## src/boardsync_pkg.sv

```systemverilog
package boardsync_pkg;

  // cycle count, correction and trigger value
  typedef logic [63:0] clkcnt_t;

  // one coefficient word
  typedef logic [31:0] coef_t;

  // flat coefficient index, row * COEF_COLS + column
  typedef logic [5:0] coef_addr_t;

  // pin monitor slice of the cycle count
  typedef logic [13:0] mon_t;

  // armed sysref edge counter
  typedef logic [2:0] sysref_cnt_t;

  // armed edges needed before sysref counts as qualified
  localparam int SYSREF_EDGES_NEEDED = 4;

  // coefficient bank geometry
  localparam int COEF_ROWS = 8;
  localparam int COEF_COLS = 8;

  // lowest counter bit that goes out on the monitor pins
  localparam int MON_LSB = 12;

  // full coefficient array, row major
  typedef coef_t [COEF_ROWS-1:0][COEF_COLS-1:0] coef_array_t;

  typedef enum logic {
    SYSREF_WAIT,
    SYSREF_LOCKED
  } sysref_state_t;

  typedef enum logic {
    CLKCNT_RAW,
    CLKCNT_CORR
  } clkcnt_src_t;

endpackage
```

## src/dsp_ctrl_out.sv

```systemverilog
module dsp_ctrl_out (
  input  logic                   dspclk,
  input  logic                   rst,
  input  logic                   trig_hit,
  input  boardsync_pkg::clkcnt_t clkcnt,
  input  logic                   dsp_reset_req,
  output logic                   start,
  output logic                   dsp_reset,
  output boardsync_pkg::clkcnt_t clkcnt_rd,
  output boardsync_pkg::mon_t    clkcnt_mon
);

  // start level and counter readback
  always_ff @(posedge dspclk) begin
    if (rst) begin
      start     <= 1'b0;
      clkcnt_rd <= '0;
    end else begin
      start     <= trig_hit;
      clkcnt_rd <= clkcnt;
    end
  end

  // system reset merged with the strobed dsp request
  always_ff @(posedge dspclk) begin
    dsp_reset <= rst | dsp_reset_req;
  end

  // monitor pins take a window of the readback word
  assign clkcnt_mon = clkcnt_rd[boardsync_pkg::MON_LSB +: $bits(boardsync_pkg::mon_t)];

  a_reset_follows: assert property (
    @(posedge dspclk)
    rst |=> dsp_reset
  );

endmodule

```

## config.mk

```make
export PLATFORM = sky130hd
export DESIGN_NAME = dsp_ctrl_out
export DESIGN_NICKNAME = d
export VERILOG_FILES = /design/src/boardsync_pkg.sv /design/src/dsp_ctrl_out.sv
export SDC_FILE = /design/constraint.sdc
export NUM_CORES = 1
export LEC_CHECK = 0
export BUFFER_PORTS_ARGS = -buffer_cell sky130_fd_sc_hd__buf_4
export CAP_MARGIN = 20
export CORE_ASPECT_RATIO = 0.7
export CORE_MARGIN = 2
export CORE_UTILIZATION = 38
export CTS_CLUSTER_DIAMETER = 60
export DETAILED_ROUTE_END_ITERATION = 7
export GPL_ROUTABILITY_DRIVEN = 1
export PLACE_DENSITY = 0.78
export SLEW_MARGIN = 10
export SYNTH_ARGS = -nofsm -noshare
export SYNTH_HDL_FRONTEND = slang
export SYNTH_SLANG_ARGS = --single-unit
```

## constraint.sdc

```tcl
create_clock -name dspclk -period 0.95 [get_ports dspclk]
set_clock_uncertainty 0.1 [all_clocks]
set_input_delay 0.0475 -clock dspclk [delete_from_list [all_inputs] [get_ports dspclk]]
set_output_delay 0.0475 -clock dspclk [all_outputs]
set_load 0.01 [all_outputs]
```

## After elaboration in Yosys (flattened, before gate mapping)

Index checks and enable logic that the tools add are counted.

- Bitwise gates (word level): 1

Operators with widths:

| kind | number |
|---|---|
| $or 1x1->1 | 1 |

- Bits in registers: 66
- Bits of input ports: 68
- Output and inout port bits: 80
- Logic and storage cells: 4

## Logic depth before layout (Yosys ltp)

- Depth after elaboration: 1
- Mapped depth: 3

## Least setup slack after synthesis

OpenSTA, ideal clock, no wires.

- Path kind: input -> register
- Start: input rst
- End: register dsp_reset
- Library setup time: 0.120 ns
- Data arrival time: 0.470 ns
- Data required time: 0.730 ns
- Path slack: 0.260 ns
- Stages: 3
- Buffers on the path: 2
- Path through: buf_6 > buf_6 > or2_1

- Word-level cells in the longest chain between the ends: 1

RTL lines:

| element | line | RTL |
|---|---|---|
| from (decl) | dsp_ctrl_out.sv:3 | `input logic rst,` |
| $or 1x1->1 | dsp_ctrl_out.sv:26 | `dsp_reset <= rst \| dsp_reset_req;` |
| to (signal assigned) | dsp_ctrl_out.sv:26 |  |
| to (decl) | dsp_ctrl_out.sv:8 | `output logic dsp_reset,` |

Every way passes these cells.
A chain may end at the register's enable or synchronous reset.

## Worst setup path after layout

- Start: register clkcnt_rd[12]
- End: output clkcnt_rd[12]

RTL lines:

| element | line | RTL |
|---|---|---|
| from (decl) | dsp_ctrl_out.sv:9 | `output boardsync_pkg::clkcnt_t clkcnt_rd,` |
| from (signal assigned) | dsp_ctrl_out.sv:20 | `clkcnt_rd <= clkcnt;` |

No word-level cell between the ends.

==> flow_metrics.py <==
metrics = {
    "grt": {
        "grt_max_degree": 29,
        "grt_pass1_vias": 1890,
        "antenna_found_initial": 0,
        "grt_pass1_wl_mm": 8.907,
        "track_usage_pct": 21.45,
        "grt_overflow": 0,
    },
    "drt": {
        "vias": 1782,
        "first_iter_violations": 28,
        "drtPass1Iterations": 4,
        "drc": 0,
        "drt_wl_total_mm": 6.537,
        "routedWlPerCell_um": 15.17,
        "ant_nets": 0,
        "vias_per_cell": 4.135,
    },
    "floorplan": {
        "fp.dieH_um": 62.96,
        "ios": 148,
        "die_area_um2": 5554,
        "core.rowCount": 21,
        "core_um2": 4782,
        "start_util_pct": 39.46,
        "die_w_um": 88.22,
    },
    "power": {
        "p_total_mw": 6.102,
        "p_leak_nw": 1.882,
        "powerDensity_nw_per_um2": 1497,
        "vdd_drop_max_mv": 1.251,
    },
    "min_path": {
        "hold_path.class": "in -> reg",
        "worstHoldPathCells": 2,
        "hold_start": "rst",
        "hold_end": "clkcnt_rd[20]",
    },
    "place": {
        "placed_cells": 350,
        "gp_congestion": 0.6642,
        "hpwl_mm": 3.337,
        "port_buffers": 147,
        "pre_cts_slack_ns": 0.1776,
    },
    "clock_tree": {
        "clock-root-buffer": "clkbuf_8",
        "h-tree-depth": 3,
        "clock_sinks": 66,
        "cts_tree": "done",
        "cts_buffer_depth": 2,
        "postCtsSetupRepairBufs": 0,
        "ctsHoldBuffers": 66,
        "cts_buffers": 9,
        "clkTransAtPathRegs_ns": 0.07,
    },
    "timing": {
        "post-route-period-util_pct": 99.62,
        "holdWs_ns": -0.05539,
        "final-setup-viol-count": 0,
        "fin_tns_setup_ns": 0,
        "period_minus_slack_ns": 0.9464,
        "worstMarginPinSlew_ns": 0.2215,
        "hold_viol_final": 13,
        "maxSlewHeadroom_pct": 85.23,
        "fmax_mhz": 1057,
        "setup_slack_ns": 0.003630,
        "rsz0062_at_grt": "yes",
        "slew_violations": 0,
    },
    "yosys": {
        "ys.flop_type": "dfxtp_1",
        "seq_area_frac_synth_pct": 70.03,
        "async_flop_share_pct": 0,
        "yosysMostFrequentCell": "dfxtp_1",
        "syn_area_um2": 1887,
        "ys_ff_latch": 66,
        "synth_edf_count": 0,
        "syn_avg_cell_area_um2": 12.33,
        "yosys_warnings": 0,
        "synth-xor-area-share_pct": 0,
        "synth_compound_area_share_pct": 0,
        "synth_area_leaders": "dfxtp_1, nor2b_1, buf_4",
        "synth-simple-area-share_pct": 21.88,
        "synthCells": 153,
        "synthAdderAreaFrac_pct": 0,
        "synth_top_family_by_area": "simple AND/OR/NAND/NOR gates",
        "syn-num-nets": 221,
        "synth.distinct_cells": 6,
        "synth_top_cell_area_share_pct": 70.03,
        "synth_commonest_cells": "dfxtp_1, nor2b_1, buf_4",
        "yosysTopAreaCell": "dfxtp_1",
        "muxShareOfSynthArea_pct": 0,
    },
    "critical_path": {
        "worstSetupStartpointType": "flip-flop",
        "critPathTopFamily": "flip-flops",
        "cpPeakStageDelay_ns": 0.36,
        "crit_required_ns": 0.80,
        "cp_max_fo": 2,
        "path_buf_inv": 1,
        "end_kind": "output pin",
        "cp.arrival_ns": 0.80,
        "path_cells": "buf_6",
        "critical_path_class": "reg -> out",
        "cpMaxStageDelayCell": "dfxtp_2",
    },
    "final_layout": {
        "multiInputGateArea_um2": 412.9,
        "final_nets": 426,
        "n_fill_cell": 252,
        "stdcell_count": 431,
        "ff_latch_area_um2": 1376,
        "fin_util_pct": 85.22,
        "syn2layout_area_growth_pct": 116.0,
        "antenna_cells": 0,
        "layout-drive-gt1-share_pct": 57.18,
    },
    "job": {
        "cap_violations": 0,
    },
    "run_status": {
        "violations": "negative hold slack",
        "status": "finished, violations left",
    },
}
-- layout by cell type, fill, tap and decap left out --
cell / instances
dlygate4sd3_1: 66
clkbuf_8: 11
dfxtp_2: 44
clkbuf_1: 1
dfxtp_1: 22
buf_4: 87
or2_1: 1
nor2b_1: 65
clkinv_2: 3
buf_12: 2
buf_6: 60
-- final cells by class --
type                            count  area share, %
Clock buffer                       12          3.807
Multi-Input combinational cell     66          10.13
Tap cell                           69          2.119
Timing Repair Buffer              215          49.80
Clock inverter                      3         0.3684
Sequential cell                    66          33.77
-- state kept, by name (all words and copies together), names as in the netlist --
| register | cells |
|---|---|
| clkcnt_rd | 64 |
| dsp_reset | 1 |
| start | 1 |
-- power breakdown --
group          total [mW]  switching (mW)  leakage [nW]  internal (mW)
clock                2.02           0.960        0.0920           1.06
sequential           3.02          0.0827         0.562           2.94
combinational        1.06           0.338          1.23          0.722
-- cells by family (layout without fill, tap and decap cells) --
logic type | after synthesis | after routing
buffers and inverters | 21 | 230
flip-flops | 66 | 66
AND/OR/NAND/NOR | 66 | 66
-- through the flow --
step	instance area, um^2	hold WS (ns)
after floorplan	1887	0.04733
after global placement	2964	0.1372
after detailed placement	2964	0.1388
after CTS	3841	-0.06964
after global routing	4075	-0.05121
final	4075	-0.05539
-- worst max path at each step --
| stage | start | end | slack, ns | depth (start not counted) |
|---|---|---|---|---|
| floorplan | rst | dsp_reset | 0.26 | 3 |
| global placement | rst | clkcnt_rd[51] | 0.19 | 3 |
| detailed placement | rst | clkcnt_rd[36] | 0.18 | 3 |
| CTS | clkcnt_rd[17] | clkcnt_rd[17] | -0.01 | 1 |
| global route | clkcnt_rd[22] | clkcnt_rd[22] | -0.04 | 1 |
| finish | clkcnt_rd[12] | clkcnt_rd[12] | 0.004 | 1 |
-- routing by layer --
| layer | track usage, % | part of all wire [%] |
|---|---|---|
| met5 | 0 | 0 |
| met2 | 37.97 | 56 |
| met4 | 8.523 | 2.3 |
| met3 | 10.70 | 7.9 |
| met1 | 21.04 | 34 |
-- repair_timing --
action	CTS	global route
gates resized for setup	17	87
gates cloned	0	0
endpoints found under the hold margin	66	14
endpoints found under the setup margin	12	60
Note: power is estimated with default switching activity, not from simulation.
