## src/boardsync_pkg.sv

```systemverilog
package boardsync_pkg;

  // cycle count, correction and trigger value
  typedef logic [63:0] clkcnt_t;

  // one coefficient word
  typedef logic [31:0] coef_t;

  // flat coefficient index, row * COEF_COLS + column
  typedef logic [5:0] coef_addr_t;

  // pin monitor slice of the cycle count
  typedef logic [13:0] mon_t;

  // armed sysref edge counter
  typedef logic [2:0] sysref_cnt_t;

  // armed edges needed before sysref counts as qualified
  localparam int SYSREF_EDGES_NEEDED = 4;

  // coefficient bank geometry
  localparam int COEF_ROWS = 8;
  localparam int COEF_COLS = 8;

  // lowest counter bit that goes out on the monitor pins
  localparam int MON_LSB = 12;

  // full coefficient array, row major
  typedef coef_t [COEF_ROWS-1:0][COEF_COLS-1:0] coef_array_t;

  typedef enum logic {
    SYSREF_WAIT,
    SYSREF_LOCKED
  } sysref_state_t;

  typedef enum logic {
    CLKCNT_RAW,
    CLKCNT_CORR
  } clkcnt_src_t;

endpackage
```

## src/sysref_qualifier.sv

```systemverilog
module sysref_qualifier (
  input  logic dspclk,
  input  logic rst,
  input  logic sysref_in,
  input  logic arm,
  output logic sysref_ready
);

  // two sampling flops on the board sysref
  logic current_sample;
  logic last_sample;

  boardsync_pkg::sysref_cnt_t   sysref_cnt;
  boardsync_pkg::sysref_state_t state;

  logic sysref_rise;
  logic cnt_full;

  always_ff @(posedge dspclk) begin
    if (rst) begin
      current_sample <= 1'b0;
      last_sample    <= 1'b0;
    end else begin
      current_sample <= sysref_in;
      last_sample    <= current_sample;
    end
  end

  assign sysref_rise = current_sample & ~last_sample;
  assign cnt_full    = (sysref_cnt ==
                        boardsync_pkg::sysref_cnt_t'(boardsync_pkg::SYSREF_EDGES_NEEDED));

  // count armed rising edges, holding at the qualify count
  always_ff @(posedge dspclk) begin
    if (rst) begin
      sysref_cnt <= '0;
    end else if (arm && sysref_rise && !cnt_full) begin
      sysref_cnt <= sysref_cnt + 1'b1;
    end
  end

  // lock one cycle after the count fills, then hold until reset
  always_ff @(posedge dspclk) begin
    if (rst) begin
      state <= boardsync_pkg::SYSREF_WAIT;
    end else if (state == boardsync_pkg::SYSREF_WAIT && cnt_full) begin
      state <= boardsync_pkg::SYSREF_LOCKED;
    end
  end

  assign sysref_ready = (state == boardsync_pkg::SYSREF_LOCKED);

  // lock is sticky while reset stays low
  a_lock_sticky: assert property (
    @(posedge dspclk) disable iff (rst)
    state == boardsync_pkg::SYSREF_LOCKED |=> state == boardsync_pkg::SYSREF_LOCKED
  );

endmodule

```

## config.mk

```make
export PLATFORM = sky130hd
export DESIGN_NAME = sysref_qualifier
export DESIGN_NICKNAME = d
export VERILOG_FILES = /design/src/boardsync_pkg.sv /design/src/sysref_qualifier.sv
export SDC_FILE = /design/constraint.sdc
export NUM_CORES = 1
export LEC_CHECK = 0
export BUFFER_PORTS_ARGS = -buffer_cell sky130_fd_sc_hd__buf_2
export CAP_MARGIN = 10
export CORE_AREA = 2 2 39 41
export CTS_CLUSTER_DIAMETER = 50
export DETAILED_ROUTE_END_ITERATION = 10
export DIE_AREA = 0 0 41 43
export PLACE_DENSITY_LB_ADDON = 0.05
export SLEW_MARGIN = 20
export SYNTH_ARGS = -nofsm -noshare
export SYNTH_HDL_FRONTEND = slang
export SYNTH_SLANG_ARGS = --single-unit
```

## constraint.sdc

```tcl
create_clock -name dspclk -period 1.8 [get_ports dspclk]
set_clock_uncertainty 0.2 [all_clocks]
set_input_delay 0.36 -clock dspclk [delete_from_list [all_inputs] [get_ports dspclk]]
set_output_delay 0.36 -clock dspclk [all_outputs]
set_load 0.05 [all_outputs]
```

# After elaboration in Yosys (flattened, before gate mapping)
# Index checks and enable logic that the tools add are counted.
# totals
register_bits	6
input_bits	4
wordCells	13
# classes
addsub	1
eq_ne	1
bitwise	3
reduce_logical	4
# op_table
op	n
3-bit by 1-bit adder with 3-bit output (second input constant)	1
3-bit equality test (second input constant)	1
1-bit logical AND	3
1-bit NOT	2
1-bit AND	1
1-bit zero test	1

# Depth between registers and ports, before layout
# Gate-level depths: netlist (run 1).
# logic_depth
word_depth	4
ltp_mapped	4

# Least setup slack after synthesis (run 1)
# Ideal clock, no wire load.
# synth_path
path_type	register to register
from	register sysref_cnt[0]
to	register sysref_cnt[0]
setup_ns	0.123
arrival_ns	1.203
required_ns	1.477
slack_ns	0.274
path_stages_with_launch	5
n_path_buf	0
cell_sequence	dfxtp_1 -> inv_1 -> ha_1 -> a211oi_2 -> mux2_1
# synth_between
elab_chain_len	3
word_cells_on_any_way	4
classes_between	1 x add/sub; 1 x eq/ne; 2 x reduce/logical
# synth_rtl
element	line	rtl
start: declaration	sysref_qualifier.sv:13	boardsync_pkg::sysref_cnt_t sysref_cnt;
start signal: assignment	sysref_qualifier.sv:38	sysref_cnt <= sysref_cnt + 1'b1;
branches (longest 3 deep; another with 3-bit by 1-bit adder with 3-bit output)	-	
# Parallel ways; which one is timed is not known.
# A chain may end at the register's enable or synchronous reset.

# Final worst setup path (run 1)
# Same ends and word-level chain as after synthesis.

==> results of run 1 <==
==> critical path: cells and delay by family, from the launching register on <==
family / cells / cell delay [ps]
compound gates: 1 / 290
fa+ha+maj: 1 / 230
buf+inv: 1 / 70
flops: 1 / 350
mux: 1 / 340
==> layer usage <==
layer	routed length (um)	vias up	global-route usage [%]
met5	0	-	0
met4	0	0	8.00
met3	18	0	6.28
met2	191	4	8.13
met1	215	88	7.69
li1	-	104	-
==> final timing paths <==
check                               endpoint  slack [ps]  depth (start not counted)
setup / recovery  sysref_cnt[0]$_SDFFE_PP0P_         210                          4
hold / removal     current_sample$_SDFF_PP0_         130                          2
setup reg to reg  sysref_cnt[0]$_SDFFE_PP0P_         210                          4
hold reg to reg    sysref_ready$_SDFFE_PP0P_         270                          2
==> kinds of logic after synthesis <==
kind of cell,synth area share [%]
AO/OA/AOI/OAI,12.8
adder cells (fa/ha/maj),9.85
buffers and inverters,4.43
flip-flops,47.3
multiplexers,8.37
AND/OR/NAND/NOR,17.2
==> cell usage after synthesis <==
| cell type | number |
|---|---|
| nand4b_1 | 1 |
| a21oi_1 | 1 |
| o211ai_1 | 1 |
| inv_1 | 3 |
| mux2i_1 | 1 |
| nor2b_1 | 2 |
| nor2_1 | 3 |
| a211oi_2 | 1 |
| o31ai_1 | 1 |
| ha_1 | 2 |
| mux2_1 | 1 |
| nand2_1 | 3 |
| dfxtp_1 | 6 |
==> state kept, by name, indices dropped and copies added (netlist names) <==
| register | flops |
|---|---|
| current_sample | 1 |
| last_sample | 1 |
| sysref_cnt | 3 |
| sysref_ready | 1 |
==> report_power, final <==
group / switching (mW) / leakage (nW) / internal [mW]
Clock: 0.0491 / 0.0138 / 0.0755
Sequential: 0.00247 / 0.0489 / 0.137
Combinational: 0.00886 / 0.0706 / 0.00768
==> layout make-up <==
cell class	count	area, um2
Fill cell	153	1070
Multi-Input combinational cell	17	123
Sequential cell	6	120
Clock buffer	3	22.5
Timing Repair Buffer	4	20.0
Tap cell	16	20.0
Inverter	3	11.3
==> through the flow <==
step	instance area [um2]	utilization, %	hold slack (ps)	worst slack [ps]	instances
4_1_cts	317	22.9	126	192	49
5_1_grt	317	22.9	138	91.2	49
3_3_place_gp	294	21.2	253	199	46
2_1_floorplan	254	-	232	274	26
6_report	317	22.9	129	206	49
3_5_place_dp	294	21.2	262	200	46
==> flow_summary.yaml, run 1 <==
global_route:
  grt-ovfl-total: 0
  grt_pass1_wl_um: 752
  grt_max_degree: 8
  grtUsageTotal_pct: 7.42
  grt_pass1_vias: 188
  antenna_found_initial: 0
logic_synthesis:
  yosys_warnings: 0
  ys_seq_elements: 6
  synth.top_cell.area_share_pct: 47.3
  netlist_instances: 26
  ys_top_cells_by_area: "dfxtp_1, ha_1, a211oi_2"
  netlist.top_cell.by_area: "dfxtp_1"
  yosysSeqAreaShare_pct: 47.3
  syn-num-nets: 32
  syn_avg_cell_area_um2: 9.77
  synth.cell_area_um2: 254
  synthDistinctLibCells: 13
timing:
  setup_tns_ps: 0
  max_freq_mhz: 627
  min_period_over_period_pct: 88.6
  worst_slew_pin_slew_ps: 243
  min_period_ps: 1590
  rsz0062_at_grt: "no"
  final_max_slew_viol_count: 0
  maxSlewHeadroom_pct: 83.8
  final-setup-viol-count: 0
  finalHoldViolCount: 0
pwr:
  ir_drop_mv: 0.258
  power.leakage_nw: 0.133
  power_density_nw_per_um2: 886
  power_uw: 281
clock_network:
  numCtsBuffers: 3
  cts_tree: "yes"
  clock_latency_ps: 240
  cts-hold-fix-buffers: 0
  ctsLongestPathBuffers: 2
  h-tree-depth: 1
  cts.sinks: 6
  cts_resized: 0
  post-cts-setup-buffers: 0
  clk_transition_reported_paths_ps: 50
  clock-root-buffer: "clkbuf_4"
hold_path:
  min_path_type: "in2reg"
  min-delay-start: "sysref_in"
run_status:
  status: "finished clean"
routing:
  firstDrtPassIters: 2
  drc: 0
  wire_per_inst_um: 8.67
  vias: 196
  vias_per_cell: 4.00
  ant_nets: 0
  drtIter0Drc: 2
  routed_wl_um: 425
cells_and_area:
  final_cell_mix: "dfxtp_1, buf_2"
  fin_nets: 41
  syn_to_final_growth_pct: 24.6
  antennaDiodeCount: 0
  drive_above_1_share_pct: 24.2
  mostFrequentLayoutCell: "dfxtp_1"
placed_design:
  gp_congestion: 0.650
  place_hpwl_um: 336
  io_buffers: 4
worst_setup_path:
  required_ps: 1720
  critPathMaxFanout: 3
  cp-start-kind: "register"
  cp_slowest_cell: "dfxtp_1"
  worstPathArrival_ps: 1520
  crit_path_cell_trace: "inv_1, ha_1, a211oi_2, mux2_1"
  path_class: "reg2reg"
  worst_path_largest_cell_delay_ps: 350
  startpoint: "sysref_cnt[0]$_SDFFE_PP0P_"
  r2r_start: "sysref_cnt[0]$_SDFFE_PP0P_"
  cp-end-kind: "register"
run:
  drv_cap: 0
floorplan:
  design.core.area_um2: 1380
  initial_core_util_pct: 18.4
  die_w_um: 41
  io_pins: 5
  die_area_um2: 1760
  rows: 14
  die_height_um: 43
Power figures use the tool's default switching activity.
==> run 2, diff against run 1 <==
- PLACE_DENSITY_LB_ADDON: 0.05 -> 0.12
==> flow_summary.yaml, run 2 (synthesis results as in run 1) <==
run_status:
  status: "finished clean"
worst_setup_path:
  cp-end-kind: "register"
  path_class: "reg2reg"
  worst_path_largest_cell_delay_ps: 360
  cpLargestDelayFamily: "multiplexers"
  worstPathArrival_ps: 1540
  required_ps: 1720
  startpoint: "sysref_cnt[0]$_SDFFE_PP0P_"
  critPathMaxFanout: 3
  r2r_slack_ps: 180
  r2r_start: "sysref_cnt[0]$_SDFFE_PP0P_"
  cp_slowest_cell: "mux2_1"
  cp-start-kind: "register"
  crit_path_cell_trace: "inv_1, ha_1, a211oi_2, mux2_1"
  path_buf_inv: 1
placed_design:
  io_buffers: 4
  place_hpwl_um: 321
  gp_congestion: 0.682
  pre_cts_slack_ps: 181
cells_and_area:
  fin_nets: 41
  top_register: "sysref_cnt"
  antennaDiodeCount: 0
  drive_above_1_share_pct: 24.2
  largest_register_ffs: 3
  mostFrequentLayoutCell: "dfxtp_1"
  syn_to_final_growth_pct: 24.6
  final_cell_mix: "dfxtp_1, buf_2"
floorplan:
  die_w_um: 41
  die_height_um: 43
  io_pins: 5
  rows: 14
  initial_core_util_pct: 18.4
  die_area_um2: 1760
  design.core.area_um2: 1380
timing:
  max_freq_mhz: 618
  final-setup-viol-count: 0
  layout_setup_ws_ps: 183
  finalHoldViolCount: 0
  setup_tns_ps: 0
  timing.hold.ws_ps: 123
  final_max_slew_viol_count: 0
  min_period_over_period_pct: 89.9
  worst_slew_pin_slew_ps: 248
  min_period_ps: 1620
  rsz0062_at_grt: "no"
  maxSlewHeadroom_pct: 83.4
routing:
  routed_wl_um: 430
  drc: 0
  vias: 201
  firstDrtPassIters: 4
  ant_nets: 0
  vias_per_cell: 4.10
  drtIter0Drc: 3
  wire_per_inst_um: 8.78
clock_network:
  clk_transition_reported_paths_ps: 40
  clock-root-buffer: "clkbuf_4"
  cts.sinks: 6
  ctsLongestPathBuffers: 2
  cts_resized: 0
  post-cts-setup-buffers: 0
  numCtsBuffers: 3
  h-tree-depth: 1
  cts_tree: "yes"
  cts-hold-fix-buffers: 0
  clock_latency_ps: 250
global_route:
  antenna_found_initial: 0
  grt-ovfl-total: 0
  grtUsageTotal_pct: 7.72
  grt_pass1_vias: 178
  grt_max_degree: 8
  grt_pass1_wl_um: 710
pwr:
  power_density_nw_per_um2: 888
  ir_drop_mv: 0.284
  power.leakage_nw: 0.133
run:
  drv_cap: 0
hold_path:
  min-delay-start: "sysref_in"
  min_path_type: "in2reg"
## run 2: cell counts in the layout (fill, tap and decap cells not counted)
No cell type changed its count.
## run 2: worst paths after layout
| check | endpoint | depth (start not counted) |
|---|---|---|
| setup / recovery | sysref_cnt[0]$_SDFFE_PP0P_ | 4 |
| hold / removal | current_sample$_SDFF_PP0_ | 2 |
| setup reg to reg | sysref_cnt[0]$_SDFFE_PP0P_ | 4 |
| hold reg to reg | sysref_ready$_SDFFE_PP0P_ | 2 |
## run 2: layout make-up
type | instances | area, um2
clock buffers | 3 | 22.5
inverters | 3 | 11.3
multi-input cells | 17 | 123
well taps | 16 | 20.0
fillers | 151 | 1070
repair buffers | 4 | 20.0
flip-flops and latches | 6 | 120
## run 2: metrics by stage
stage,std cells,total power [mW],util [%],instance area [um2]
after global placement,46,0.158,21.2,294
final,49,0.281,22.9,317
after global routing,49,0.298,22.9,317
after floorplan,26,0.151,-,254
after CTS,49,0.290,22.9,317
after detailed placement,46,0.159,21.2,294
## run 2: report_power, final
| group | internal, mW | leakage [nW] | total [mW] | switching (mW) |
|---|---|---|---|---|
| combinational | 0.00771 | 0.0706 | 0.0165 | 0.00884 |
| sequential | 0.137 | 0.0489 | 0.140 | 0.00250 |
| clock | 0.0755 | 0.0138 | 0.125 | 0.0496 |
| total | 0.220 | 0.133 | 0.281 | 0.0609 |
## run 2: routing by layer
layer	track usage, %	up-vias	routed length [um]
met5	0	-	0
met4	14.0	0	36
met3	6.28	4	43
met2	8.13	6	178
met1	5.77	90	172
li1	-	101	-
