<file path="src/boardsync_pkg.sv">
package boardsync_pkg;

  // cycle count, correction and trigger value
  typedef logic [63:0] clkcnt_t;

  // one coefficient word
  typedef logic [31:0] coef_t;

  // flat coefficient index, row * COEF_COLS + column
  typedef logic [5:0] coef_addr_t;

  // pin monitor slice of the cycle count
  typedef logic [13:0] mon_t;

  // armed sysref edge counter
  typedef logic [2:0] sysref_cnt_t;

  // armed edges needed before sysref counts as qualified
  localparam int SYSREF_EDGES_NEEDED = 4;

  // coefficient bank geometry
  localparam int COEF_ROWS = 8;
  localparam int COEF_COLS = 8;

  // lowest counter bit that goes out on the monitor pins
  localparam int MON_LSB = 12;

  // full coefficient array, row major
  typedef coef_t [COEF_ROWS-1:0][COEF_COLS-1:0] coef_array_t;

  typedef enum logic {
    SYSREF_WAIT,
    SYSREF_LOCKED
  } sysref_state_t;

  typedef enum logic {
    CLKCNT_RAW,
    CLKCNT_CORR
  } clkcnt_src_t;

endpackage
</file>
<file path="src/timebase_counter.sv">
module timebase_counter (
  input  logic                       dspclk,
  input  logic                       rst,
  input  logic                       sysref_ready,
  input  boardsync_pkg::clkcnt_t     corr,
  input  boardsync_pkg::clkcnt_src_t clkcnt_src,
  input  boardsync_pkg::clkcnt_t     trig,
  output boardsync_pkg::clkcnt_t     clkcnt,
  output logic                       trig_hit
);

  // free running count, only moves once sysref is qualified
  boardsync_pkg::clkcnt_t raw_cnt;

  // corrected copy, one cycle behind raw
  boardsync_pkg::clkcnt_t corr_cnt;

  always_ff @(posedge dspclk) begin
    if (rst) begin
      raw_cnt <= '0;
    end else if (sysref_ready) begin
      raw_cnt <= raw_cnt + 64'd1;
    end
  end

  always_ff @(posedge dspclk) begin
    if (rst) begin
      corr_cnt <= '0;
    end else begin
      corr_cnt <= raw_cnt + corr;
    end
  end

  // source select
  always_comb begin
    case (clkcnt_src)
      boardsync_pkg::CLKCNT_CORR: clkcnt = corr_cnt;
      default:                    clkcnt = raw_cnt;
    endcase
  end

  // trigger compare, registered
  always_ff @(posedge dspclk) begin
    if (rst) begin
      trig_hit <= 1'b0;
    end else begin
      trig_hit <= (clkcnt >= trig);
    end
  end

  // raw count is frozen until the qualifier releases it
  a_raw_hold: assert property (
    @(posedge dspclk) disable iff (rst)
    !sysref_ready |=> $stable(raw_cnt)
  );

endmodule

</file>
<file path="config.mk">
export PLATFORM = sky130hd
export DESIGN_NAME = timebase_counter
export DESIGN_NICKNAME = d
export VERILOG_FILES = /design/src/boardsync_pkg.sv /design/src/timebase_counter.sv
export SDC_FILE = /design/constraint.sdc
export NUM_CORES = 1
export LEC_CHECK = 0
export ABC_AREA = 1
export BUFFER_PORTS_ARGS = -buffer_cell sky130_fd_sc_hd__clkbuf_2
export CAP_MARGIN = 20
export CORE_ASPECT_RATIO = 0.75
export CORE_MARGIN = 3
export CORE_UTILIZATION = 40
export DETAILED_ROUTE_END_ITERATION = 7
export GPL_TIMING_DRIVEN = 0
export MAX_ROUTING_LAYER = met4
export PLACE_DENSITY = 0.73
export SYNTH_ARGS = -nofsm -noshare
export SYNTH_HDL_FRONTEND = slang
export SYNTH_SLANG_ARGS = --single-unit
</file>
<file path="constraint.sdc">
create_clock -name dspclk -period 2.1 [get_ports dspclk]
set_input_delay 0.105 -clock dspclk [delete_from_list [all_inputs] [get_ports dspclk]]
set_output_delay 0.105 -clock dspclk [all_outputs]
set_load 0.02 [all_outputs]
</file>
Word level (Yosys, flattened, before mapping):

Cells that the tools add are included.

* $add $sub $neg: 2
* $lt $le $gt $ge: 1
* muxes and demuxes: 1

Operator list (number)
* 64-bit by 1-bit adder with 64-bit output, second input constant: 1
* 64-bit adder: 1
* 64-bit >= comparator: 1
* 64-bit 2-to-1 mux: 1

* register bits: 129
* input port bits: 132
* output and inout port bits: 65
* word-level logic and storage cells: 7

Logic depth before layout (Yosys ltp):

Gate-level depths: netlist of run 1.

* depth in word-level cells: 2
* depth in mapped cells: 17
* depth with buffers taken out: 15

Worst setup path after synthesis of run 1:

No wires, ideal clock.

* kind: reg2reg
* from: register raw_cnt[9]
* to: register trig_hit
* library setup time: 0.132 ns
* data arrival time: 2.017 ns
* required time: 1.968 ns
* slack: -0.049 ns
* stages on the path, launching flop included: 14
* path through: dfxtp_1 > inv_1 > o21ai_0 > ha_1 > nand2_1 > inv_1 > nor2_1 > o21ai_0 > a21oi_1 > nand2_1 > nand2_1 > nand2_1 > nand2_1 > a21oi_1

* cells in the longest elaborated chain, start to end: 2

Ends and longest elaborated chain
* from (decl): RTL line timebase_counter.sv:13 `boardsync_pkg::clkcnt_t raw_cnt;`
* from (signal assigned): RTL line timebase_counter.sv:22 `raw_cnt <= raw_cnt + 64'd1;`
* 64-bit 2-to-1 mux: RTL line timebase_counter.sv:36 `case (clkcnt_src)`
* via clkcnt[9]: RTL line timebase_counter.sv:8 `output boardsync_pkg::clkcnt_t clkcnt,`
* 64-bit >= comparator: RTL line timebase_counter.sv:47 `trig_hit <= (clkcnt >= trig);`
* to (signal assigned): RTL line timebase_counter.sv:47
* to (decl): RTL line timebase_counter.sv:9 `output logic trig_hit`

The timed path passes the listed nets, and every way through them passes these cells.
A chain may end at the register's enable or synchronous reset.

Worst setup path in the final report of run 1:

* from: register raw_cnt[54]
* to: register corr_cnt[59]

* cells in the longest elaborated chain, start to end: 1

Ends and longest elaborated chain
* 64-bit adder: RTL line timebase_counter.sv:30 `corr_cnt <= raw_cnt + corr;`
* to (signal assigned): RTL line timebase_counter.sv:30
* to (decl): RTL line timebase_counter.sv:16 `boardsync_pkg::clkcnt_t corr_cnt;`

Every way passes these cells.

==> results of run 1 <==
==> stage by stage <==
stage	TNS (ps)	instances	total power [mW]
2_1_floorplan	0	2399	3.26
3_3_place_gp	-11450	3034	3.73
3_5_place_dp	-12030	3034	3.76
4_1_cts	-66.0	3067	6.91
5_1_grt	-281	3092	7.29
6_report	0	3092	7.05
==> flip-flops by register name, summed over array words and instances, names as in the netlist <==
signal,count
corr_cnt,64
trig_hit,1
raw_cnt,64
==> worst max-delay path, delay by kind of cell (launching register included) <==
| kind | cells | cell delay (ps) |
|---|---|---|
| adders and majority gates | 1 | 330 |
| buffers and inverters | 1 | 110 |
| DFF | 1 | 400 |
| and+or+nand+nor | 8 | 1140 |
==> cell type report <==
cell class | count | area [um^2]
Inverter | 504 | 1900
Fill cell | 3332 | 15000
Clock inverter | 14 | 180
Sequential cell | 129 | 2760
Buffer | 29 | 135
Timing Repair Buffer | 220 | 1180
Multi-Input combinational cell | 1737 | 10700
Clock buffer | 17 | 425
Tap cell | 442 | 553
==> cell usage in the layout (no fill, tap or decap), types with 4 or more instances in the layout <==
| cell type | Yosys | layout |
|---|---|---|
| a21oi_2 | 0 | 26 |
| o21ai_1 | 2 | 33 |
| ha_4 | 0 | 58 |
| nor2_2 | 5 | 51 |
| nor3_4 | 2 | 5 |
| clkbuf_2 | 0 | 201 |
| o21ai_0 | 113 | 59 |
| inv_6 | 0 | 4 |
| o21ai_2 | 0 | 22 |
| nand3_4 | 5 | 7 |
| clkbuf_1 | 26 | 17 |
| and3_1 | 5 | 5 |
| dfxtp_4 | 0 | 43 |
| inv_1 | 494 | 487 |
| clkbuf_16 | 0 | 17 |
| xor2_1 | 12 | 12 |
| nand2_4 | 1 | 18 |
| nand4_1 | 40 | 40 |
| mux2_2 | 6 | 5 |
| o21a_1 | 15 | 15 |
| nand3_1 | 104 | 86 |
| inv_2 | 8 | 13 |
| nand3_2 | 4 | 20 |
| dfxtp_2 | 0 | 15 |
| ha_1 | 128 | 70 |
| nor2_4 | 5 | 36 |
| dfxtp_1 | 129 | 71 |
| o21bai_1 | 8 | 7 |
| and2_1 | 7 | 7 |
| nor2_1 | 231 | 154 |
| nand2_1 | 783 | 711 |
| nor3_1 | 56 | 44 |
| clkinvlp_4 | 0 | 5 |
| buf_4 | 1 | 26 |
| nor3_2 | 9 | 18 |
| a21oi_1 | 162 | 133 |
| nand2_2 | 6 | 61 |
| nor4_1 | 12 | 8 |
==> layer usage <==
metal  share of wire (%)  up-vias  track usage, %  routed length (um)
met5                   0        -               -                   0
met4                 2.0        0            7.67                1200
met3                  12       76            8.46                7020
met2                  40      836            46.1               23700
met1                  47     7393            47.3               28000
li1                    -     7986               -                   -
==> cells in the mapped netlist <==
cell	number	share of area [%]
xnor2_1	1	0.065
a221oi_1	1	0.065
buf_2	2	0.074
nor2_8	1	0.15
nor2_4	5	0.42
o31ai_1	1	0.056
nor3_1	56	2.1
clkinv_2	2	0.074
a21oi_1	162	6.0
inv_2	8	0.22
fa_1	1	0.15
nor4_1	12	0.56
dfxtp_1	129	19
and2_1	7	0.33
xor2_1	12	0.78
or2_2	1	0.046
mux2_2	6	0.50
buf_4	1	0.056
o21ai_0	113	4.2
a21boi_0	1	0.056
and3_1	5	0.23
clkbuf_1	26	0.72
nand4_1	40	1.9
o21ai_1	2	0.074
nor2_2	5	0.23
nand3b_1	2	0.11
o21a_1	15	0.84
nor3_4	2	0.24
nand2_4	1	0.084
nand2_2	6	0.28
ha_1	128	12
nor3b_1	3	0.17
nand2_1	783	22
nor2_1	231	6.4
o21bai_1	8	0.45
nand3_4	5	0.65
nand3_1	104	3.9
nor3_2	9	0.67
a31oi_1	3	0.14
inv_1	494	14
nand3_2	4	0.30
nand4_2	1	0.093
==> power by group <==
group	leakage [nW]	internal, mW	switching, mW
registers	1.10	2.47	0.0332
logic	7.86	0.504	0.924
clock network	0.285	1.88	1.23
total	9.24	4.86	2.19
==> kinds of logic after synthesis <==
logic type	Yosys count	share of synthesized area (%)
AOI/OAI and AO/OA	306	11.9
xor gates and xnor gates	13	0.845
adders and majority gates	129	12.0
buffers and inverters	533	14.9
DFF	129	19.2
muxes	6	0.502
and+or+nand+nor	1283	40.6
==> how the worst max path moves through the flow <==
stage,startpoint,endpoint,slack [ps],cells past startpoint
finish,raw_cnt[54]$_SDFFE_PP0P_,corr_cnt[59]$_SDFF_PP0_,20,10
global route,raw_cnt[10]$_SDFFE_PP0P_,trig_hit$_SDFF_PP0_,-50,12
CTS,raw_cnt[17]$_SDFFE_PP0P_,corr_cnt[51]$_SDFF_PP0_,-30,12
detailed placement,clkcnt_src,trig_hit$_SDFF_PP0_,-750,14
global placement,clkcnt_src,trig_hit$_SDFF_PP0_,-740,14
floorplan,raw_cnt[17]$_SDFFE_PP0P_,trig_hit$_SDFF_PP0_,3,11
==> repair_timing <==
action                     CTS  global route
setup buffers                1            25
setup endpoints to repair   66            60
resized for setup          228           311
hold endpoints to repair     1             0
hold buffers                 1             0
pin swaps                    1            50
==> reports/metrics.yaml, run 1 <==
slew_headroom_pct: 31.1
start_kind: "flop"
tightest_slew_ps: 1030
final_cell_area_um2: 17800
min_path_type: "primary input to flop"
whs_endpoint: "corr_cnt[0]$_SDFF_PP0_"
dpl.hpwl_um: 50100
post-route-util_pct: 54.3
crit_type: "flop to flop"
worstSkewPairLatency_ps: 430
postRouteWirelength_um: 59900
grt_max_degree: 17
grt_pass1_vias: 14716
dp_slack_ps: -752
setup-violations-final: 0
fin_crit_ps: 2080
routabilityCongestion: 1.01
firstDrtPassIters: 5
hold_viol: 0
synth_cell_types: 42
io_buffers: 193
area_growth_pct: 32.2
die_w_um: 218
start_util_pct: 41.0
power_density_nw_per_um2: 396
fin_skew_ps: 8.41
hold-path-cell-count: 4
diodes: 0
gr-usage-all-layers_pct: 33.0
max_freq_ghz: 0.481
drcViolationCount: 0
cts.sinks: 129
worstHoldStart: "corr[0]"
timing.rr.start: "raw_cnt[54]$_SDFFE_PP0P_"
die-area_um2: 35900
max_stage_delay_ps: 400
syn-instance-count: 2399
peakVddDrop_uv: 539
vias: 16291
clock_path_buffers: 2
crit_slowest_cell: "dfxtp_2"
synth.avg_cell_area_um2: 5.61
cp_cell_sequence: "ha_4 > nand2_1 > nor2_2 > inv_1 > nor3_4 > and2_1 > nand2_4 > nand3_1 > nand2_1 > nor2_1"
r2r_cells: 10
critPathCaptureType: "flop"
power.leakage_nw: 9.24
min_period_over_period_pct: 98.9
rr_endpoint: "corr_cnt[59]$_SDFF_PP0_"
cts.clk_slew.worst_paths_ps: 70
synth_seq_cells: 129
cts_tree: "done"
grt_antenna_before_repair: 2
cp.arrival_ps: 2420
crit_required_ps: 2440
dpl_cell_area_um2: 15000
numCtsBuffers: 17
regToRegSetupSlack_ps: 20
htree_levels: 4
syn-num-nets: 2660
syn_area_um2: 13500
critPathMaxFanout: 6
crit_top_cell: "nand2_1"
drive_gt1_share_pct: 25.6
clock-root-buffer: "clkbuf_16"
viasPerCell: 5.27
yosysSeqAreaShare_pct: 19.2
hold_slack_ps: 14.7
num_rows: 57
fin_ws_ps: 23.1
gr-total-overflow: 0
wl_per_cell_um: 19.4
final_max_slew_viol_count: 0
final_antenna_net_count: 0
num-nets-final: 2899
ys_warn_count: 0
core-area_um2: 32800
grt_pass1_wl_um: 85700
dieHeight_um: 165
drt_iter0_markers: 1699
rsz0062_at_grt: "true"
boundaryPins: 197
drv_cap: 0
status: "completed"
(Power assumes the default switching activity.)
==> run 2: changes to the inputs <==
--- a/config.mk
+++ b/config.mk
@@ -15,6 +15,7 @@
 export GPL_TIMING_DRIVEN = 0
 export MAX_ROUTING_LAYER = met4
 export PLACE_DENSITY = 0.73
+export SKIP_LAST_GASP = 1
 export SYNTH_ARGS = -nofsm -noshare
 export SYNTH_HDL_FRONTEND = slang
 export SYNTH_SLANG_ARGS = --single-unit
==> constraint.sdc (replaced) <==
create_clock -name dspclk -period 2.1 [get_ports dspclk]
set_input_delay 0.105 -clock dspclk [delete_from_list [all_inputs] [get_ports dspclk]]
set_output_delay 0.105 -clock dspclk [all_outputs]
set_load 0.01 [all_outputs]
==> reports/metrics.yaml, run 2 (synthesized netlist as in run 1, its figures left out) <==
status: "finished, violations left"
violations: "negative setup slack"
gr-total-overflow: 0  # unchanged
layout_commonest_cell: "nand2_1"
grt_pass1_vias: 14935  # +1.5%
cp.arrival_ps: 2490  # +70 ps
viasPerCell: 5.28  # +0.28%
power_density_nw_per_um2: 388  # -2.0%
dieHeight_um: 165  # unchanged
drt_iter0_markers: 1660  # -2.3%
final_cell_mix: "719 x nand2_1, 476 x inv_1, 203 x clkbuf_2"
cts_tree: "done"
routabilityCongestion: 1.01  # -0.43%
power.leakage_nw: 9.17  # -0.75%
worstSetupStartpoint: "raw_cnt[51]$_SDFFE_PP0P_"
place_inst: 3034  # unchanged
rsz0062_at_grt: "true"
cts.clk_slew.worst_paths_ps: 60  # about the same
numCtsBuffers: 17  # unchanged
dpl.hpwl_um: 51300  # +2.5%
start_kind: "flop"
critPathCaptureType: "flop"
drcViolationCount: 0  # unchanged
num-nets-final: 2897  # -0.069%
min_period_over_period_pct: 102  # +3.2 points
n_fill_cell: 3381  # +1.5%
die_w_um: 218  # unchanged
wl_per_cell_um: 19.8  # +2.2%
worstSkewPairLatency_ps: 430  # about the same
vias: 16336  # +0.28%
post-route-util_pct: 53.9  # -0.34 points
finalNonFillerCells: 3092  # unchanged
multi_input_area_um2: 10600  # -0.62%
grt_antenna_before_repair: 1  # -1
crit_required_ps: 2450  # about the same
seqCellArea_um2: 2730  # -1.0%
worstHoldStart: "corr[63]"
max_freq_ghz: 0.466  # -3.1%
setup-violations-final: 2  # +2
core-area_um2: 32800  # unchanged
grt_pass1_wl_um: 88300  # +3.1%
hold_viol: 0  # unchanged
clock-root-buffer: "clkbuf_16"
min_path_type: "primary input to flop"
gr-usage-all-layers_pct: 34.0  # +0.98 points
slew_headroom_pct: 34.6  # +3.4 points
fin_ws_ps: -44.3  # -67.3 ps
die-area_um2: 35900  # unchanged
htree_levels: 4  # unchanged
timing.rr.start: "raw_cnt[51]$_SDFFE_PP0P_"
area_growth_pct: 31.4
clock_path_buffers: 2  # unchanged
final_max_slew_viol_count: 0  # unchanged
postRouteWirelength_um: 61200  # +2.2%
crit_type: "flop to flop"
grt_max_degree: 17  # unchanged
num_rows: 57  # unchanged
peakVddDrop_uv: 539  # about the same
drv_cap: 0  # unchanged
firstDrtPassIters: 5  # unchanged
drive_gt1_share_pct: 25.7  # +0.12 points
cts.sinks: 129  # unchanged
io_buffers: 193  # unchanged
reg_top3: "corr_cnt x64, raw_cnt x64, trig_hit x1"
final_antenna_net_count: 0  # unchanged
tightest_slew_ps: 982  # -51.7 ps
start_util_pct: 41.0  # unchanged
fin_crit_ps: 2140  # +67.3 ps
critPathMaxFanout: 7  # +1
boundaryPins: 197  # unchanged
fin_skew_ps: 10.5  # +2.06 ps
[run 2: path summary, 6_finish.rpt]
kind / depth (start not counted) / to / slack (ps)
worst min-delay path: 4 / corr_cnt[63]$_SDFF_PP0_ / 30
worst min register to register: 1 / raw_cnt[0]$_SDFFE_PP0P_ / 490
worst max-delay path: 11 / corr_cnt[52]$_SDFF_PP0_ / -40
worst max register to register: 11 / corr_cnt[52]$_SDFF_PP0_ / -40
[run 2: final cells by class]
cell class / count / share of cell area (%)
Inverter: 504 / 10.7
Clock inverter: 14 / 0.799
Antenna cell: 1 / 0.0141
Sequential cell: 129 / 15.5
Buffer: 29 / 0.813
Tap cell: 442 / 3.13
Clock buffer: 18 / 2.48
Multi-Input combinational cell: 1737 / 59.9
Timing Repair Buffer: 218 / 6.68
[run 2: worst max-delay path: stages, from the launching register on]
cell and delay, ps:
dfxtp_2 410, ha_4 310, nand2_1 150, nor2_2 200, nand2_2 130, inv_1 80
nand2_1 100, nor3_2 190, nand2_4 100, nand4_1 80, nand2_1 80, nor2_4 230
[run 2: power by group]
group          leakage, nW  switching (mW)  total (mW)  internal (mW)
clock network        0.279            1.27        2.97           1.70
logic                 7.80           0.881        1.37          0.493
registers             1.10          0.0345        2.52           2.49
[run 2: metrics by stage]
| step | worst slack (ps) | power (mW) | hold slack [ps] | area [um^2] | TNS, ps |
|---|---|---|---|---|---|
| after floorplan | 43.4 | 3.22 | 334 | 13500 | 0 |
| after global placement | -1060 | 3.71 | 418 | 15000 | -15650 |
| after detailed placement | -1080 | 3.73 | 419 | 15000 | -16320 |
| after CTS | -47.8 | 6.75 | 18.8 | 16600 | -163 |
| after global routing | -127 | 7.11 | 65.3 | 17700 | -674 |
| final | -44.3 | 6.86 | 34.3 | 17700 | -54.1 |
[run 2: repair_timing]
| item | CTS | global route |
|---|---|---|
| hold buffers | 1 | 0 |
| endpoints found under the setup margin | 63 | 73 |
| setup buffers | 7 | 17 |
| gates resized for setup | 266 | 278 |
| hold endpoints to repair | 1 | 0 |
| pin swaps | 18 | 53 |
[run 2: layer usage]
| layer | vias to the layer above | share of wire, % | track usage (%) | wire length (um) |
|---|---|---|---|---|
| met5 | - | 0 | - | 0 |
| met4 | 0 | 1.4 | 7.11 | 875 |
| met1 | 7490 | 48 | 50.7 | 29100 |
| li1 | 7993 | - | - | - |
| met2 | 795 | 40 | 48.1 | 24600 |
| met3 | 58 | 11 | 5.00 | 6710 |
==> run 3: changes to the inputs <==
--- a/config.mk
+++ b/config.mk
@@ -8,13 +8,15 @@
 export ABC_AREA = 1
 export BUFFER_PORTS_ARGS = -buffer_cell sky130_fd_sc_hd__clkbuf_2
 export CAP_MARGIN = 20
+export CELL_PAD_IN_SITES_DETAIL_PLACEMENT = 0
+export CELL_PAD_IN_SITES_GLOBAL_PLACEMENT = 1
 export CORE_ASPECT_RATIO = 0.75
 export CORE_MARGIN = 3
-export CORE_UTILIZATION = 40
+export CORE_UTILIZATION = 36
 export DETAILED_ROUTE_END_ITERATION = 7
 export GPL_TIMING_DRIVEN = 0
 export MAX_ROUTING_LAYER = met4
-export PLACE_DENSITY = 0.73
+export PLACE_DENSITY = 0.89
 export SKIP_LAST_GASP = 1
 export SYNTH_ARGS = -nofsm -noshare
 export SYNTH_HDL_FRONTEND = slang
==> reports/metrics.yaml, run 3 (synthesized netlist as in run 1, its figures left out) <==
slew_headroom_pct: 38.7  # +4.1 points
critPathCaptureType: "flop"
final_cell_mix: "718 x nand2_1, 492 x inv_1, 200 x clkbuf_2"
power_density_nw_per_um2: 391  # +0.77%
firstDrtPassIters: 6  # +1
dpl.hpwl_um: 50600  # -1.3%
clock_path_buffers: 2  # unchanged
power.leakage_nw: 9.05  # -1.3%
final_max_slew_viol_count: 0  # unchanged
cts_tree: "done"
wl_per_cell_um: 19.0  # -3.8%
final_antenna_net_count: 0  # unchanged
drv_cap: 0  # unchanged
p_switching_mw: 2.16  # -1.3%
drcViolationCount: 0  # unchanged
start_util_pct: 37.0  # -4.1 points
fin_crit_ps: 2110  # -30.1 ps
status: "finished, violations left"
htree_levels: 4  # unchanged
clkPwrFrac_pct: 43.3  # about the same
fin_skew_ps: 11.3  # +0.851 ps
core-area_um2: 36400  # +11%
num_rows: 60  # +5.3%
grt_antenna_before_repair: 2  # +1
drive_gt1_share_pct: 23.9  # -1.8 points
gr-total-overflow: 0  # unchanged
reg_top3: "corr_cnt x64, raw_cnt x64, trig_hit x1"
worstSkewPairLatency_ps: 430  # about the same
grt_max_degree: 17  # unchanged
drt_iter0_markers: 1578  # -4.9%
die_w_um: 229  # +5.3%
numCtsBuffers: 17  # unchanged
dpl_cell_area_um2: 15100  # +0.45%
critPathMaxFanout: 4  # -3
boundaryPins: 197  # unchanged
cp.arrival_ps: 2460  # -30 ps
routabilityCongestion: 1.06  # +4.7%
crit_type: "flop to flop"
crit_required_ps: 2440  # about the same
viasPerCell: 5.15  # -2.6%
final_cell_area_um2: 17500  # -1.3%
switching_share_pct: 31.6  # -0.25 points
setup_tns_ps: -14.1  # +40.0 ps
cts.sinks: 129  # unchanged
layout_commonest_cell: "nand2_1"
num-nets-final: 2888  # -0.31%
postRouteWirelength_um: 59800  # -2.4%
internal_power_mw: 4.67  # -0.16%
dieHeight_um: 174  # +5.2%
violations: "negative setup slack"
vias: 16146  # -1.2%
die-area_um2: 39800  # +11%
setup-violations-final: 1  # -1
gr-usage-all-layers_pct: 30.0  # -4.0 points
tightest_slew_ps: 920  # -62.0 ps
start_kind: "flop"
cts.clk_slew.worst_paths_ps: 60  # about the same
grt_pass1_wl_um: 87900  # -0.45%
min_period_over_period_pct: 101  # -1.4 points
peakVddDrop_uv: 546  # +1.4%
min_path_type: "primary input to flop"
power_mw: 6.82  # -0.52%
rsz0062_at_grt: "true"
area_growth_pct: 29.7
hold_viol: 0  # unchanged
max_freq_ghz: 0.473  # +1.4%
clock-root-buffer: "clkbuf_16"
io_buffers: 193  # unchanged
fin_ws_ps: -14.1  # +30.1 ps
grt_pass1_vias: 14940  # +0.033%
comb_power_share_pct: 19.8  # -0.2 points
pwr-share-seq_pct: 36.9  # +0.2 points
run 3: cell count changes in the layout (fill, tap and decap cells not counted), moves of 7 or more:
cell | previous run | this run
o21ai_2 | 20 | 8
o21ai_0 | 55 | 71
inv_1 | 476 | 492
buf_4 | 23 | 16
inv_2 | 24 | 10
run 3: power by group through the flow:
stage / clock network, mW / registers, mW / logic [mW]
detailed placement: 0 / 2.61 / 1.12
finish: 2.95 / 2.52 / 1.35
global placement: 0 / 2.60 / 1.10
floorplan: 0 / 2.59 / 0.627
CTS: 2.97 / 2.55 / 1.24
global route: 3.07 / 2.53 / 1.47
run 3: through the flow:
step / setup slack [ps] / hold WS [ps] / cells / utilization, %
after global placement: -817 / 418 / 3088 / 41.3
after global routing: -84.2 / 85.3 / 3137 / 48.0
final: -14.1 / 62.1 / 3138 / 48.0
after floorplan: 43.4 / 334 / 2399 / -
after CTS: -65.6 / 12.6 / 3127 / 45.8
after detailed placement: -874 / 429 / 3088 / 41.3
run 3: repair_timing:
| action | CTS | global route |
|---|---|---|
| pin swaps | 14 | 26 |
| setup buffers | 6 | 9 |
| resized for setup | 245 | 226 |
| hold buffers | 1 | 0 |
| endpoints found under the hold margin | 1 | 0 |
| endpoints found under the setup margin | 57 | 63 |
run 3: final timing paths:
kind / from / endpoint / slack (ps) / depth (start not counted)
setup / recovery: raw_cnt[0]$_SDFFE_PP0P_ / corr_cnt[52]$_SDFF_PP0_ / -10 / 12
hold / removal: corr[0] / corr_cnt[0]$_SDFF_PP0_ / 60 / 4
setup reg to reg: raw_cnt[0]$_SDFFE_PP0P_ / corr_cnt[52]$_SDFF_PP0_ / -10 / 12
hold reg to reg: raw_cnt[20]$_SDFFE_PP0P_ / raw_cnt[20]$_SDFFE_PP0P_ / 530 / 1
run 3: critical path, cell delays in order, from the launching register on:
cell	delay, ps
dfxtp_4	350
ha_4	180
fa_2	410
nand2_2	130
nand3_4	100
and2_4	170
nand3_2	90
nand3_4	100
nand2_4	110
inv_1	40
nor2_1	100
nor2_2	60
nor2_4	180
run 3: per-layer routing:
metal / vias to the layer above / global-route usage [%] / part of all wire (%)
li1: 7966 / - / -
met1: 7349 / 45.0 / 48
met2: 754 / 41.2 / 39
met3: 77 / 5.06 / 10
met4: 0 / 6.71 / 2.1
met5: - / - / 0
run 3: layout make-up:
type | instances | area (um^2)
fillers | 3874 | 18900
flip-flops and latches | 129 | 2720
well taps | 496 | 621
clock buffers | 18 | 439
inverters | 504 | 1890
diodes | 2 | 5.00
multi-input cells | 1737 | 10400
plain buffers | 29 | 128
clock inverters | 14 | 146
repair buffers | 209 | 1090
